==> config.mk <==
export PLATFORM = sky130hd
export DESIGN_NAME = ysyx_bus_top
export DESIGN_NICKNAME = d
export VERILOG_FILES = /design/src/logic/ysyx_bus_pkg.sv /design/src/logic/ysyx_arbiter.sv /design/src/logic/ysyx_bus_top.sv /design/src/logic/ysyx_clint.sv /design/src/logic/ysyx_lsu.sv /design/src/logic/ysyx_xbar.sv
export SDC_FILE = /design/constraint.sdc
export NUM_CORES = 1
export LEC_CHECK = 0
export BUFFER_PORTS_ARGS = -buffer_cell sky130_fd_sc_hd__buf_2
export CORE_MARGIN = 4
export CORE_UTILIZATION = 50
export DETAILED_ROUTE_END_ITERATION = 10
export GPL_ROUTABILITY_DRIVEN = 0
export PLACE_DENSITY = 0.79
export SLEW_MARGIN = 20
export SYNTH_ARGS = -nofsm -noshare
export SYNTH_HDL_FRONTEND = slang
export SYNTH_HIERARCHICAL = 1
export SYNTH_SLANG_ARGS = --single-unit
export TNS_END_PERCENT = 5
==> constraint.sdc <==
create_clock -name clock -period 4.8 [get_ports clock]
set_input_delay 0 -clock clock [delete_from_list [all_inputs] [get_ports clock]]
set_output_delay 0 -clock clock [all_outputs]
set_load 0.01 [all_outputs]
==> src/logic/ysyx_bus_pkg.sv <==
`default_nettype none

package ysyx_bus_pkg;

	// ------------------------------
	// address map defaults
	// ------------------------------
	// an address hits when (addr & MASK) == (BASE & MASK)
	localparam logic [31:0] CLINT_BASE = 32'h0200_0000;
	localparam logic [31:0] CLINT_MASK = 32'hffff_0000;
	localparam logic [31:0] MEM_BASE   = 32'h8000_0000;
	localparam logic [31:0] MEM_MASK   = 32'hf000_0000;

	// ------------------------------
	// shared bus
	// ------------------------------
	typedef struct packed {
		logic        valid;
		logic        write;
		logic [31:0] addr;
		logic [31:0] wdata;
		logic [3:0]  wstrb;
	} bus_req_t;

	// single-cycle valid pulse, always accepted
	typedef struct packed {
		logic        valid;
		logic        err;
		logic [31:0] rdata;
	} bus_rsp_t;

	// ------------------------------
	// data port
	// ------------------------------
	typedef enum logic [1:0] {
		size_byte = 2'd0,
		size_half = 2'd1,
		size_word = 2'd2
	} acc_size_e;

	typedef struct packed {
		logic        valid;
		logic        write;
		acc_size_e   size;
		logic        load_unsigned;
		logic [31:0] addr;
		logic [31:0] wdata;
	} data_req_t;

	// ------------------------------
	// timer
	// ------------------------------
	typedef struct packed {
		logic [31:0] hi;
		logic [31:0] lo;
	} mtime_half_t;

	// counted as one word, read back as two halves
	typedef union packed {
		logic [63:0] word;
		mtime_half_t half;
	} mtime_u;

endpackage

`default_nettype wire

==> src/logic/ysyx_arbiter.sv <==
`timescale 1ns/1ps
`default_nettype none

module ysyx_arbiter (
	input  wire                    clock,
	input  wire                    rst_i,

	input  wire                    fetch_valid_i,
	input  wire [31:0]             fetch_addr_i,
	output logic                   fetch_ready_o,
	output ysyx_bus_pkg::bus_rsp_t fetch_rsp_o,

	input  ysyx_bus_pkg::bus_req_t lsu_req_i,
	output logic                   lsu_ready_o,
	output ysyx_bus_pkg::bus_rsp_t lsu_rsp_o,

	output ysyx_bus_pkg::bus_req_t bus_req_o,
	input  wire                    bus_ready_i,
	input  ysyx_bus_pkg::bus_rsp_t bus_rsp_i
);

	ysyx_bus_pkg::bus_req_t fetch_req;
	logic                   gnt_data;
	logic                   gnt_fetch;
	logic                   busy_q;
	// high when the data port owns the outstanding transfer
	logic                   owner_q;

	// fetch is always a plain word read
	always_comb begin
		fetch_req       = '0;
		fetch_req.valid = fetch_valid_i;
		fetch_req.addr  = fetch_addr_i;
	end

	// ------------------------------
	// grant, data first
	// ------------------------------
	assign gnt_data  = !busy_q && lsu_req_i.valid;
	assign gnt_fetch = !busy_q && !lsu_req_i.valid && fetch_valid_i;

	always_comb begin
		bus_req_o = '0;
		if (gnt_data) begin
			bus_req_o = lsu_req_i;
		end else if (gnt_fetch) begin
			bus_req_o = fetch_req;
		end
	end

	assign lsu_ready_o   = gnt_data && bus_ready_i;
	assign fetch_ready_o = gnt_fetch && bus_ready_i;

	// locked from acceptance until the response
	always_ff @(posedge clock) begin
		if (rst_i) begin
			busy_q  <= 1'b0;
			owner_q <= 1'b0;
		end else if (bus_req_o.valid && bus_ready_i) begin
			busy_q  <= 1'b1;
			owner_q <= gnt_data;
		end else if (bus_rsp_i.valid) begin
			busy_q  <= 1'b0;
		end
	end

	// ------------------------------
	// response steering
	// ------------------------------
	always_comb begin
		fetch_rsp_o       = bus_rsp_i;
		lsu_rsp_o         = bus_rsp_i;
		fetch_rsp_o.valid = bus_rsp_i.valid && busy_q && !owner_q;
		lsu_rsp_o.valid   = bus_rsp_i.valid && busy_q && owner_q;
	end

endmodule

`default_nettype wire

==> src/logic/ysyx_bus_top.sv <==
`timescale 1ns/1ps
`default_nettype none

module ysyx_bus_top #(
	parameter logic [31:0] CLINT_BASE = ysyx_bus_pkg::CLINT_BASE,
	parameter logic [31:0] CLINT_MASK = ysyx_bus_pkg::CLINT_MASK,
	parameter logic [31:0] MEM_BASE   = ysyx_bus_pkg::MEM_BASE,
	parameter logic [31:0] MEM_MASK   = ysyx_bus_pkg::MEM_MASK
) (
	input  wire                     clock,
	input  wire                     rst_i,

	// ------------------------------
	// instruction fetch
	// ------------------------------
	input  wire                     fetch_valid_i,
	input  wire [31:0]              fetch_addr_i,
	output logic                    fetch_ready_o,
	output ysyx_bus_pkg::bus_rsp_t  fetch_rsp_o,

	// ------------------------------
	// load/store
	// ------------------------------
	input  ysyx_bus_pkg::data_req_t data_req_i,
	output logic                    data_ready_o,
	output ysyx_bus_pkg::bus_rsp_t  data_rsp_o,

	// ------------------------------
	// external memory
	// ------------------------------
	output ysyx_bus_pkg::bus_req_t  mem_req_o,
	input  wire                     mem_ready_i,
	input  ysyx_bus_pkg::bus_rsp_t  mem_rsp_i
);

	ysyx_bus_pkg::bus_req_t lsu_req;
	ysyx_bus_pkg::bus_rsp_t lsu_rsp;
	logic                   lsu_ready;
	ysyx_bus_pkg::bus_req_t bus_req;
	ysyx_bus_pkg::bus_rsp_t bus_rsp;
	logic                   bus_ready;
	ysyx_bus_pkg::bus_req_t clint_req;
	ysyx_bus_pkg::bus_rsp_t clint_rsp;

	ysyx_lsu u_lsu (
		.clock        (clock),
		.rst_i        (rst_i),
		.data_req_i   (data_req_i),
		.data_ready_o (data_ready_o),
		.data_rsp_o   (data_rsp_o),
		.lsu_req_o    (lsu_req),
		.lsu_ready_i  (lsu_ready),
		.lsu_rsp_i    (lsu_rsp)
	);

	// fetch and lsu share the bus here
	ysyx_arbiter u_arbiter (
		.clock         (clock),
		.rst_i         (rst_i),
		.fetch_valid_i (fetch_valid_i),
		.fetch_addr_i  (fetch_addr_i),
		.fetch_ready_o (fetch_ready_o),
		.fetch_rsp_o   (fetch_rsp_o),
		.lsu_req_i     (lsu_req),
		.lsu_ready_o   (lsu_ready),
		.lsu_rsp_o     (lsu_rsp),
		.bus_req_o     (bus_req),
		.bus_ready_i   (bus_ready),
		.bus_rsp_i     (bus_rsp)
	);

	ysyx_xbar #(
		.CLINT_BASE (CLINT_BASE),
		.CLINT_MASK (CLINT_MASK),
		.MEM_BASE   (MEM_BASE),
		.MEM_MASK   (MEM_MASK)
	) u_xbar (
		.clock       (clock),
		.rst_i       (rst_i),
		.bus_req_i   (bus_req),
		.bus_ready_o (bus_ready),
		.bus_rsp_o   (bus_rsp),
		.clint_req_o (clint_req),
		.clint_rsp_i (clint_rsp),
		.mem_req_o   (mem_req_o),
		.mem_ready_i (mem_ready_i),
		.mem_rsp_i   (mem_rsp_i)
	);

	ysyx_clint u_clint (
		.clock       (clock),
		.rst_i       (rst_i),
		.clint_req_i (clint_req),
		.clint_rsp_o (clint_rsp)
	);

endmodule

`default_nettype wire

==> src/logic/ysyx_clint.sv <==
`timescale 1ns/1ps
`default_nettype none

module ysyx_clint (
	input  wire                    clock,
	input  wire                    rst_i,

	input  ysyx_bus_pkg::bus_req_t clint_req_i,
	output ysyx_bus_pkg::bus_rsp_t clint_rsp_o
);

	ysyx_bus_pkg::mtime_u mtime_q;
	logic                 rsp_valid_q;
	logic [31:0]          rdata_q;

	// free running, no compare or write port
	always_ff @(posedge clock) begin
		if (rst_i) begin
			mtime_q.word <= 64'h0;
		end else begin
			mtime_q.word <= mtime_q.word + 64'h1;
		end
	end

	always_ff @(posedge clock) begin
		if (rst_i) begin
			rsp_valid_q <= 1'b0;
		end else begin
			rsp_valid_q <= clint_req_i.valid;
		end
	end

	// addr bit 2 picks the upper half
	always_ff @(posedge clock) begin
		if (clint_req_i.valid) begin
			rdata_q <= clint_req_i.addr[2] ? mtime_q.half.hi : mtime_q.half.lo;
		end
	end

	assign clint_rsp_o.valid = rsp_valid_q;
	assign clint_rsp_o.err   = 1'b0;
	assign clint_rsp_o.rdata = rdata_q;

endmodule

`default_nettype wire

==> src/logic/ysyx_lsu.sv <==
`timescale 1ns/1ps
`default_nettype none

module ysyx_lsu (
	input  wire                     clock,
	input  wire                     rst_i,

	input  ysyx_bus_pkg::data_req_t data_req_i,
	output logic                    data_ready_o,
	output ysyx_bus_pkg::bus_rsp_t  data_rsp_o,

	output ysyx_bus_pkg::bus_req_t  lsu_req_o,
	input  wire                     lsu_ready_i,
	input  ysyx_bus_pkg::bus_rsp_t  lsu_rsp_i
);

	logic [1:0]              req_off;
	logic [1:0]              off_q;
	ysyx_bus_pkg::acc_size_e size_q;
	logic                    unsigned_q;
	logic [31:0]             rdata_sh;

	assign req_off = data_req_i.addr[1:0];

	// ------------------------------
	// request path
	// ------------------------------
	always_comb begin
		lsu_req_o.valid = data_req_i.valid;
		lsu_req_o.write = data_req_i.write;
		lsu_req_o.addr  = {data_req_i.addr[31:2], 2'b00};
		// move the store data onto its byte lane
		lsu_req_o.wdata = data_req_i.wdata << {req_off, 3'b000};
		lsu_req_o.wstrb = 4'b0000;
		if (data_req_i.write) begin
			case (data_req_i.size)
				ysyx_bus_pkg::size_byte: lsu_req_o.wstrb = 4'b0001 << req_off;
				ysyx_bus_pkg::size_half: lsu_req_o.wstrb = 4'b0011 << req_off;
				default:                 lsu_req_o.wstrb = 4'b1111;
			endcase
		end
	end

	assign data_ready_o = lsu_ready_i;

	// keep what the load needs until its data comes back
	always_ff @(posedge clock) begin
		if (rst_i) begin
			off_q      <= 2'b00;
			size_q     <= ysyx_bus_pkg::size_word;
			unsigned_q <= 1'b0;
		end else if (data_req_i.valid && lsu_ready_i) begin
			off_q      <= req_off;
			size_q     <= data_req_i.size;
			unsigned_q <= data_req_i.load_unsigned;
		end
	end

	// ------------------------------
	// response path
	// ------------------------------
	assign rdata_sh = lsu_rsp_i.rdata >> {off_q, 3'b000};

	always_comb begin
		data_rsp_o.valid = lsu_rsp_i.valid;
		data_rsp_o.err   = lsu_rsp_i.err;
		case (size_q)
			ysyx_bus_pkg::size_byte:
				data_rsp_o.rdata = unsigned_q ? {24'h0, rdata_sh[7:0]}
				                              : {{24{rdata_sh[7]}}, rdata_sh[7:0]};
			ysyx_bus_pkg::size_half:
				data_rsp_o.rdata = unsigned_q ? {16'h0, rdata_sh[15:0]}
				                              : {{16{rdata_sh[15]}}, rdata_sh[15:0]};
			default:
				data_rsp_o.rdata = rdata_sh;
		endcase
	end

endmodule

`default_nettype wire

==> src/logic/ysyx_xbar.sv <==
`timescale 1ns/1ps
`default_nettype none

module ysyx_xbar #(
	parameter logic [31:0] CLINT_BASE = ysyx_bus_pkg::CLINT_BASE,
	parameter logic [31:0] CLINT_MASK = ysyx_bus_pkg::CLINT_MASK,
	parameter logic [31:0] MEM_BASE   = ysyx_bus_pkg::MEM_BASE,
	parameter logic [31:0] MEM_MASK   = ysyx_bus_pkg::MEM_MASK
) (
	input  wire                    clock,
	input  wire                    rst_i,

	input  ysyx_bus_pkg::bus_req_t bus_req_i,
	output logic                   bus_ready_o,
	output ysyx_bus_pkg::bus_rsp_t bus_rsp_o,

	output ysyx_bus_pkg::bus_req_t clint_req_o,
	input  ysyx_bus_pkg::bus_rsp_t clint_rsp_i,

	output ysyx_bus_pkg::bus_req_t mem_req_o,
	input  wire                    mem_ready_i,
	input  ysyx_bus_pkg::bus_rsp_t mem_rsp_i
);

	logic hit_clint;
	logic hit_mem;
	logic fault_q;

	// ------------------------------
	// address decode
	// ------------------------------
	assign hit_clint = (bus_req_i.addr & CLINT_MASK) == (CLINT_BASE & CLINT_MASK);
	assign hit_mem   = !hit_clint && ((bus_req_i.addr & MEM_MASK) == (MEM_BASE & MEM_MASK));

	always_comb begin
		clint_req_o       = bus_req_i;
		clint_req_o.valid = bus_req_i.valid && hit_clint;
		mem_req_o         = bus_req_i;
		mem_req_o.valid   = bus_req_i.valid && hit_mem;
	end

	// only the external port can stall
	assign bus_ready_o = hit_mem ? mem_ready_i : 1'b1;

	// unmapped access, answered one cycle later
	always_ff @(posedge clock) begin
		if (rst_i) begin
			fault_q <= 1'b0;
		end else begin
			fault_q <= bus_req_i.valid && !hit_clint && !hit_mem;
		end
	end

	// ------------------------------
	// response merge
	// ------------------------------
	always_comb begin
		bus_rsp_o.valid = mem_rsp_i.valid || clint_rsp_i.valid || fault_q;
		bus_rsp_o.err   = (mem_rsp_i.valid && mem_rsp_i.err)
		                  || (clint_rsp_i.valid && clint_rsp_i.err) || fault_q;
		if (mem_rsp_i.valid) begin
			bus_rsp_o.rdata = mem_rsp_i.rdata;
		end else if (clint_rsp_i.valid) begin
			bus_rsp_o.rdata = clint_rsp_i.rdata;
		end else begin
			bus_rsp_o.rdata = 32'h0;
		end
	end

endmodule

`default_nettype wire

---- Word level (Yosys, flattened, before mapping) ----
Cells that the tools add are included.
storage, ports and cells
  logic and storage cells ................. 58
  output and inout port bits .............. 140
  bits of input ports ..................... 139
  register bits after elaboration ......... 105
cells by class
  shift operators ......................... 4
  eq/ne operators ......................... 4
  add/subtract/negate cells ............... 1
  reduce and logical (&&, ||, !) cells .... 27
  mux-type cells .......................... 13
operators with widths
  operator                                         number
  two-way mux 32 bit                               5
  two-way mux 70 bit                               2
  adder 64 x 1 -> 64 bit, second input constant    1
  one-hot mux 32 bit (2 select lines)              1
  << shifter 32 x 5 -> 32 bit                      1
  right shift 32 x 5 -> 32 bit                     1
  == test 16 x 10 -> 1 bit, second input constant  1
  logical AND 1 bit                                16
  one-hot mux 4 bit (2 select lines)               1
  logical NOT 1 bit                                5
  == test 2 x 1 -> 1 bit, second input constant    2
  == test 4 bit, second input constant             1
  logical NOT 2 bit                                2
  two-way mux 4 bit                                1
  << shifter 1 x 2 -> 4 bit, first input constant  1
  << shifter 2 x 2 -> 4 bit, first input constant  1
  logical OR 1 bit                                 3
  two-way mux 1 bit                                3
  nonzero test 2 bit                               1

---- Longest topological paths before layout ----
  depth in word-level cells ............... 11
  mapped depth ............................ 13
  gate-level depth less buffers ........... 9

---- Cells and area by module ----
The synthesis kept the hierarchy.
by module, submodules not included
  module        cells an instance  times used  area each (um^2)  seq. area each (um^2)
  ysyx_clint    420                1           4376.7            2262.2
  ysyx_lsu      254                1           1794.2            100.1
  ysyx_xbar     198                1           1542.7            20.0
  ysyx_arbiter  200                1           1336.3            40.0

---- Worst setup path after synthesis ----
No wires, ideal clock.
  path kind ............................... flip-flop to flip-flop
  start ................................... register u_arbiter.busy_q
  end ..................................... register u_clint.rdata_q[0] (enable)
  path slack .............................. 1651 ps
  stages on the path, launching flop included .. 7
  buffers on the path ..................... 2
  library setup time ...................... 422 ps
  data arrival time ....................... 2727 ps
  cells stage by stage .................... dfxtp_1 > buf_2 > buf_1 > nor2_1 > nor4_1 > nand4_1 > nor2_1
RTL lines
  element                 RTL line            RTL
  start, declared         ysyx_arbiter.sv:25  logic busy_q;
  start signal, assigned  ysyx_arbiter.sv:57  busy_q <= 1'b0;
  start signal, assigned  ysyx_arbiter.sv:60  busy_q <= 1'b1;
  start signal, assigned  ysyx_arbiter.sv:63  busy_q <= 1'b0;
  end signal, assigned    ysyx_clint.sv:36    rdata_q <= clint_req_i.addr[2] ? mtime_q.half.hi : mtime_q.half.lo;
  end, declared           ysyx_clint.sv:14    logic [31:0] rdata_q;

---- Final worst setup path ----
  start ................................... register u_clint/mtime_q[15] (netlist bit)
  end ..................................... register u_clint/mtime_q[61] (netlist bit)
between the ends
  cells in the longest elaborated chain, start to end .. 1
RTL lines
  element                 RTL line          RTL
  start, declared         ysyx_clint.sv:12  ysyx_bus_pkg::mtime_u mtime_q;
  adder 64 x 1 -> 64 bit  ysyx_clint.sv:21  mtime_q.word <= mtime_q.word + 64'h1;
No other way between the ends.
A chain may end at the register's enable or synchronous reset.

==> results.sh <==
export IMPL_status="finished, final reports clean"
export IMPL_antenna_found_initial=0
export IMPL_start_util_pct=51.3
export IMPL_gr_usage_all_layers_pct=22.0
export IMPL_holdPathEnd="u_arbiter/owner_q"
export IMPL_grt_max_degree=63
export IMPL_layout_drive_gt1_share_pct=36.3
export IMPL_whs_ns=0.0605
export IMPL_cts_clk_slew_worst_paths_ns=0.07
export IMPL_register_area_sq_mm=0.00242
export IMPL_end_kind="flop"
export IMPL_cts_tree="yes"
export IMPL_rows=47
export IMPL_final_core_util_pct=53.8
export IMPL_finalSetupViolCount=0
export IMPL_worstSkewPairLatency_ns=0.35
export IMPL_critPathKind="reg2reg"
export IMPL_yosysWarnings=6
export IMPL_final_setup_skew_ns=0.00903
export IMPL_cp_cell_sequence="and4_1 > nor4b_4 > nand4_2 > or4_1 > a21oi_1"
export IMPL_drt_pass1_iter_count=5
export IMPL_rsz0062_at_grt="false"
export IMPL_finalCriticalPeriod_ns=3.05
export IMPL_core_area_sq_mm=0.0166
export IMPL_met2_usage_pct=37.9
export IMPL_cp_arrival_ns=3.32
export IMPL_cts_setup_buffers=0
export IMPL_multi_input_area_sq_mm=0.00443
export IMPL_via_count=7327
export IMPL_cp_max_fo=22
export IMPL_wl_per_cell_um=17.4
export IMPL_antennaDiodeCount=0
export IMPL_tightest_slew_ns=1.11
export IMPL_hold_viol_final=0
export IMPL_root_buffer="clkbuf_16"
export IMPL_die_area_sq_mm=0.0192
export IMPL_hold_class="in2reg"
export IMPL_cp_required_ns=5.07
export IMPL_critPathSlowestCell="nor4b_4"
export IMPL_synth_area_sq_mm=0.00854
export IMPL_vdd_drop_max_uv=191
export IMPL_grt_use_met1_pct=28.3
export IMPL_clock_path_buffers=2
export IMPL_numCtsBuffers=9
export IMPL_place_hpwl_um=17000
export IMPL_max_freq_ghz=0.328
export IMPL_antenna_left=0
export IMPL_finalCritPeriodShare_pct=63.5
export IMPL_cp_slowest_stage_delay_ns=0.80
export IMPL_die_h_um=139
export IMPL_drv_slew=0
export IMPL_maxCapViolCount=0
export IMPL_rrSetupSlack_ns=1.75
export IMPL_cts_sinks=105
export IMPL_io_pins=279
export IMPL_dp_cells=1276
export IMPL_nets=1212
export IMPL_hold_path_depth=4
export IMPL_grt_pass1_vias=6675
export IMPL_startpoint_type="flop"
export IMPL_avgViaCountPerCell=5.65
export IMPL_fill_cells=1520
export IMPL_syn_avg_cell_area_sq_um=8.51
export IMPL_drt_iter0_drc=721
export IMPL_slew_headroom_pct=25.9
export IMPL_fin_cells=1297
export IMPL_r2r_end="u_clint/mtime_q[61]"
export IMPL_syn2layout_area_growth_pct=4.81
export IMPL_htreeDepth=3
export IMPL_drt_drc_violations_left=0
export IMPL_die_x_um=139
export IMPL_use_met3_pct=4.38
export IMPL_reg2reg_from="u_clint/mtime_q[15]"
export IMPL_grt_pass1_wl_um=35400
export IMPL_port_buffers=278
export IMPL_min_from="fetch_valid_i"
export IMPL_busiest_layer="met2"
export IMPL_worstRegToRegCells=5
export IMPL_grt_ovfl_total=0
export IMPL_drt_total_wl_um=22600
export IMPL_fin_tns_setup_ns=0
export IMPL_powerDensity_mw_per_mm2=242
export IMPL_p_leak_nw=3.82
export IMPL_syn_inst=1004
## cell type report
type | instances | area share, %
Inverter | 7 | 0.294
Clock inverter | 7 | 0.923
Multi-Input combinational cell | 660 | 49.5
Timing Repair Buffer | 289 | 16.6
Tap cell | 220 | 3.08
Sequential cell | 105 | 27.1
Clock buffer | 9 | 2.52
## registers in the layout, summed over array words and instances, names as in the netlist
register,flops
u_clint/mtime_q,64
u_clint/rdata_q,32
u_lsu/off_q,2
u_lsu/size_q,2
u_arbiter/busy_q,1
u_arbiter/owner_q,1
u_clint/rsp_valid_q,1
u_lsu/unsigned_q,1
u_xbar/fault_q,1
## cell usage in the layout, fill, tap and decap left out, types with 15 or more instances in the layout
master	instances
nand4_1	27
and2_1	49
a22o_2	26
nand3_1	18
edfxtp_1	32
a211oi_1	15
xor2_1	23
a22oi_1	33
buf_2	278
nor2_1	93
dfxtp_1	73
o21ai_0	35
or3_1	24
mux2_2	32
a21oi_1	62
nor2b_1	23
nand2_1	48
mux2i_1	32
## metrics by stage
step | power (mW) | area, sq um | setup slack [ns]
global placement | 1.42 | 8590 | 1.91
CTS | 2.18 | 8950 | 1.75
floorplan | 1.36 | 8540 | 1.67
detailed placement | 1.43 | 8590 | 1.83
global route | 2.26 | 8950 | 1.52
finish | 2.16 | 8950 | 1.75
## per-layer routing
layer	part of all wire [%]	wire, um	vias to the layer above
li1	-	-	3529
met1	42	9450	3479
met2	50	11200	292
met3	7.3	1650	27
met4	1.2	274	0
met5	0	0	-
## worst max-delay path: cells and delay by family, from the launching register on
kind	cells	cell delay (ns)
AOI/OAI and AO/OA	1	0.14
DFF	1	0.41
and+or+nand+nor	4	2.42
## worst max-delay path by stage
stage,depth (start not counted),to,slack (ns),start
6_report,5,u_clint/mtime_q[61],1.75,u_clint/mtime_q[15]
5_1_grt,5,u_clint/mtime_q[61],1.52,u_clint/mtime_q[15]
4_1_cts,5,u_clint/mtime_q[61],1.75,u_clint/mtime_q[15]
3_5_place_dp,5,u_clint/mtime_q[61],1.83,u_clint/mtime_q[14]
3_3_place_gp,5,u_clint/mtime_q[61],1.91,u_clint/mtime_q[14]
2_1_floorplan,6,u_clint/rdata_q[0],1.67,u_arbiter/busy_q
## power breakdown
group,leakage (nW),switching [mW],total (mW),internal (mW)
registers,0.887,0.0116,0.928,0.916
clock network,0.151,0.337,0.751,0.414
logic,2.78,0.272,0.485,0.212
## what timing repair did
item,CTS,global route
resized for setup,0,0
hold endpoints to repair,8,0
hold buffers,5,0
Power figures use the tool's default switching activity.
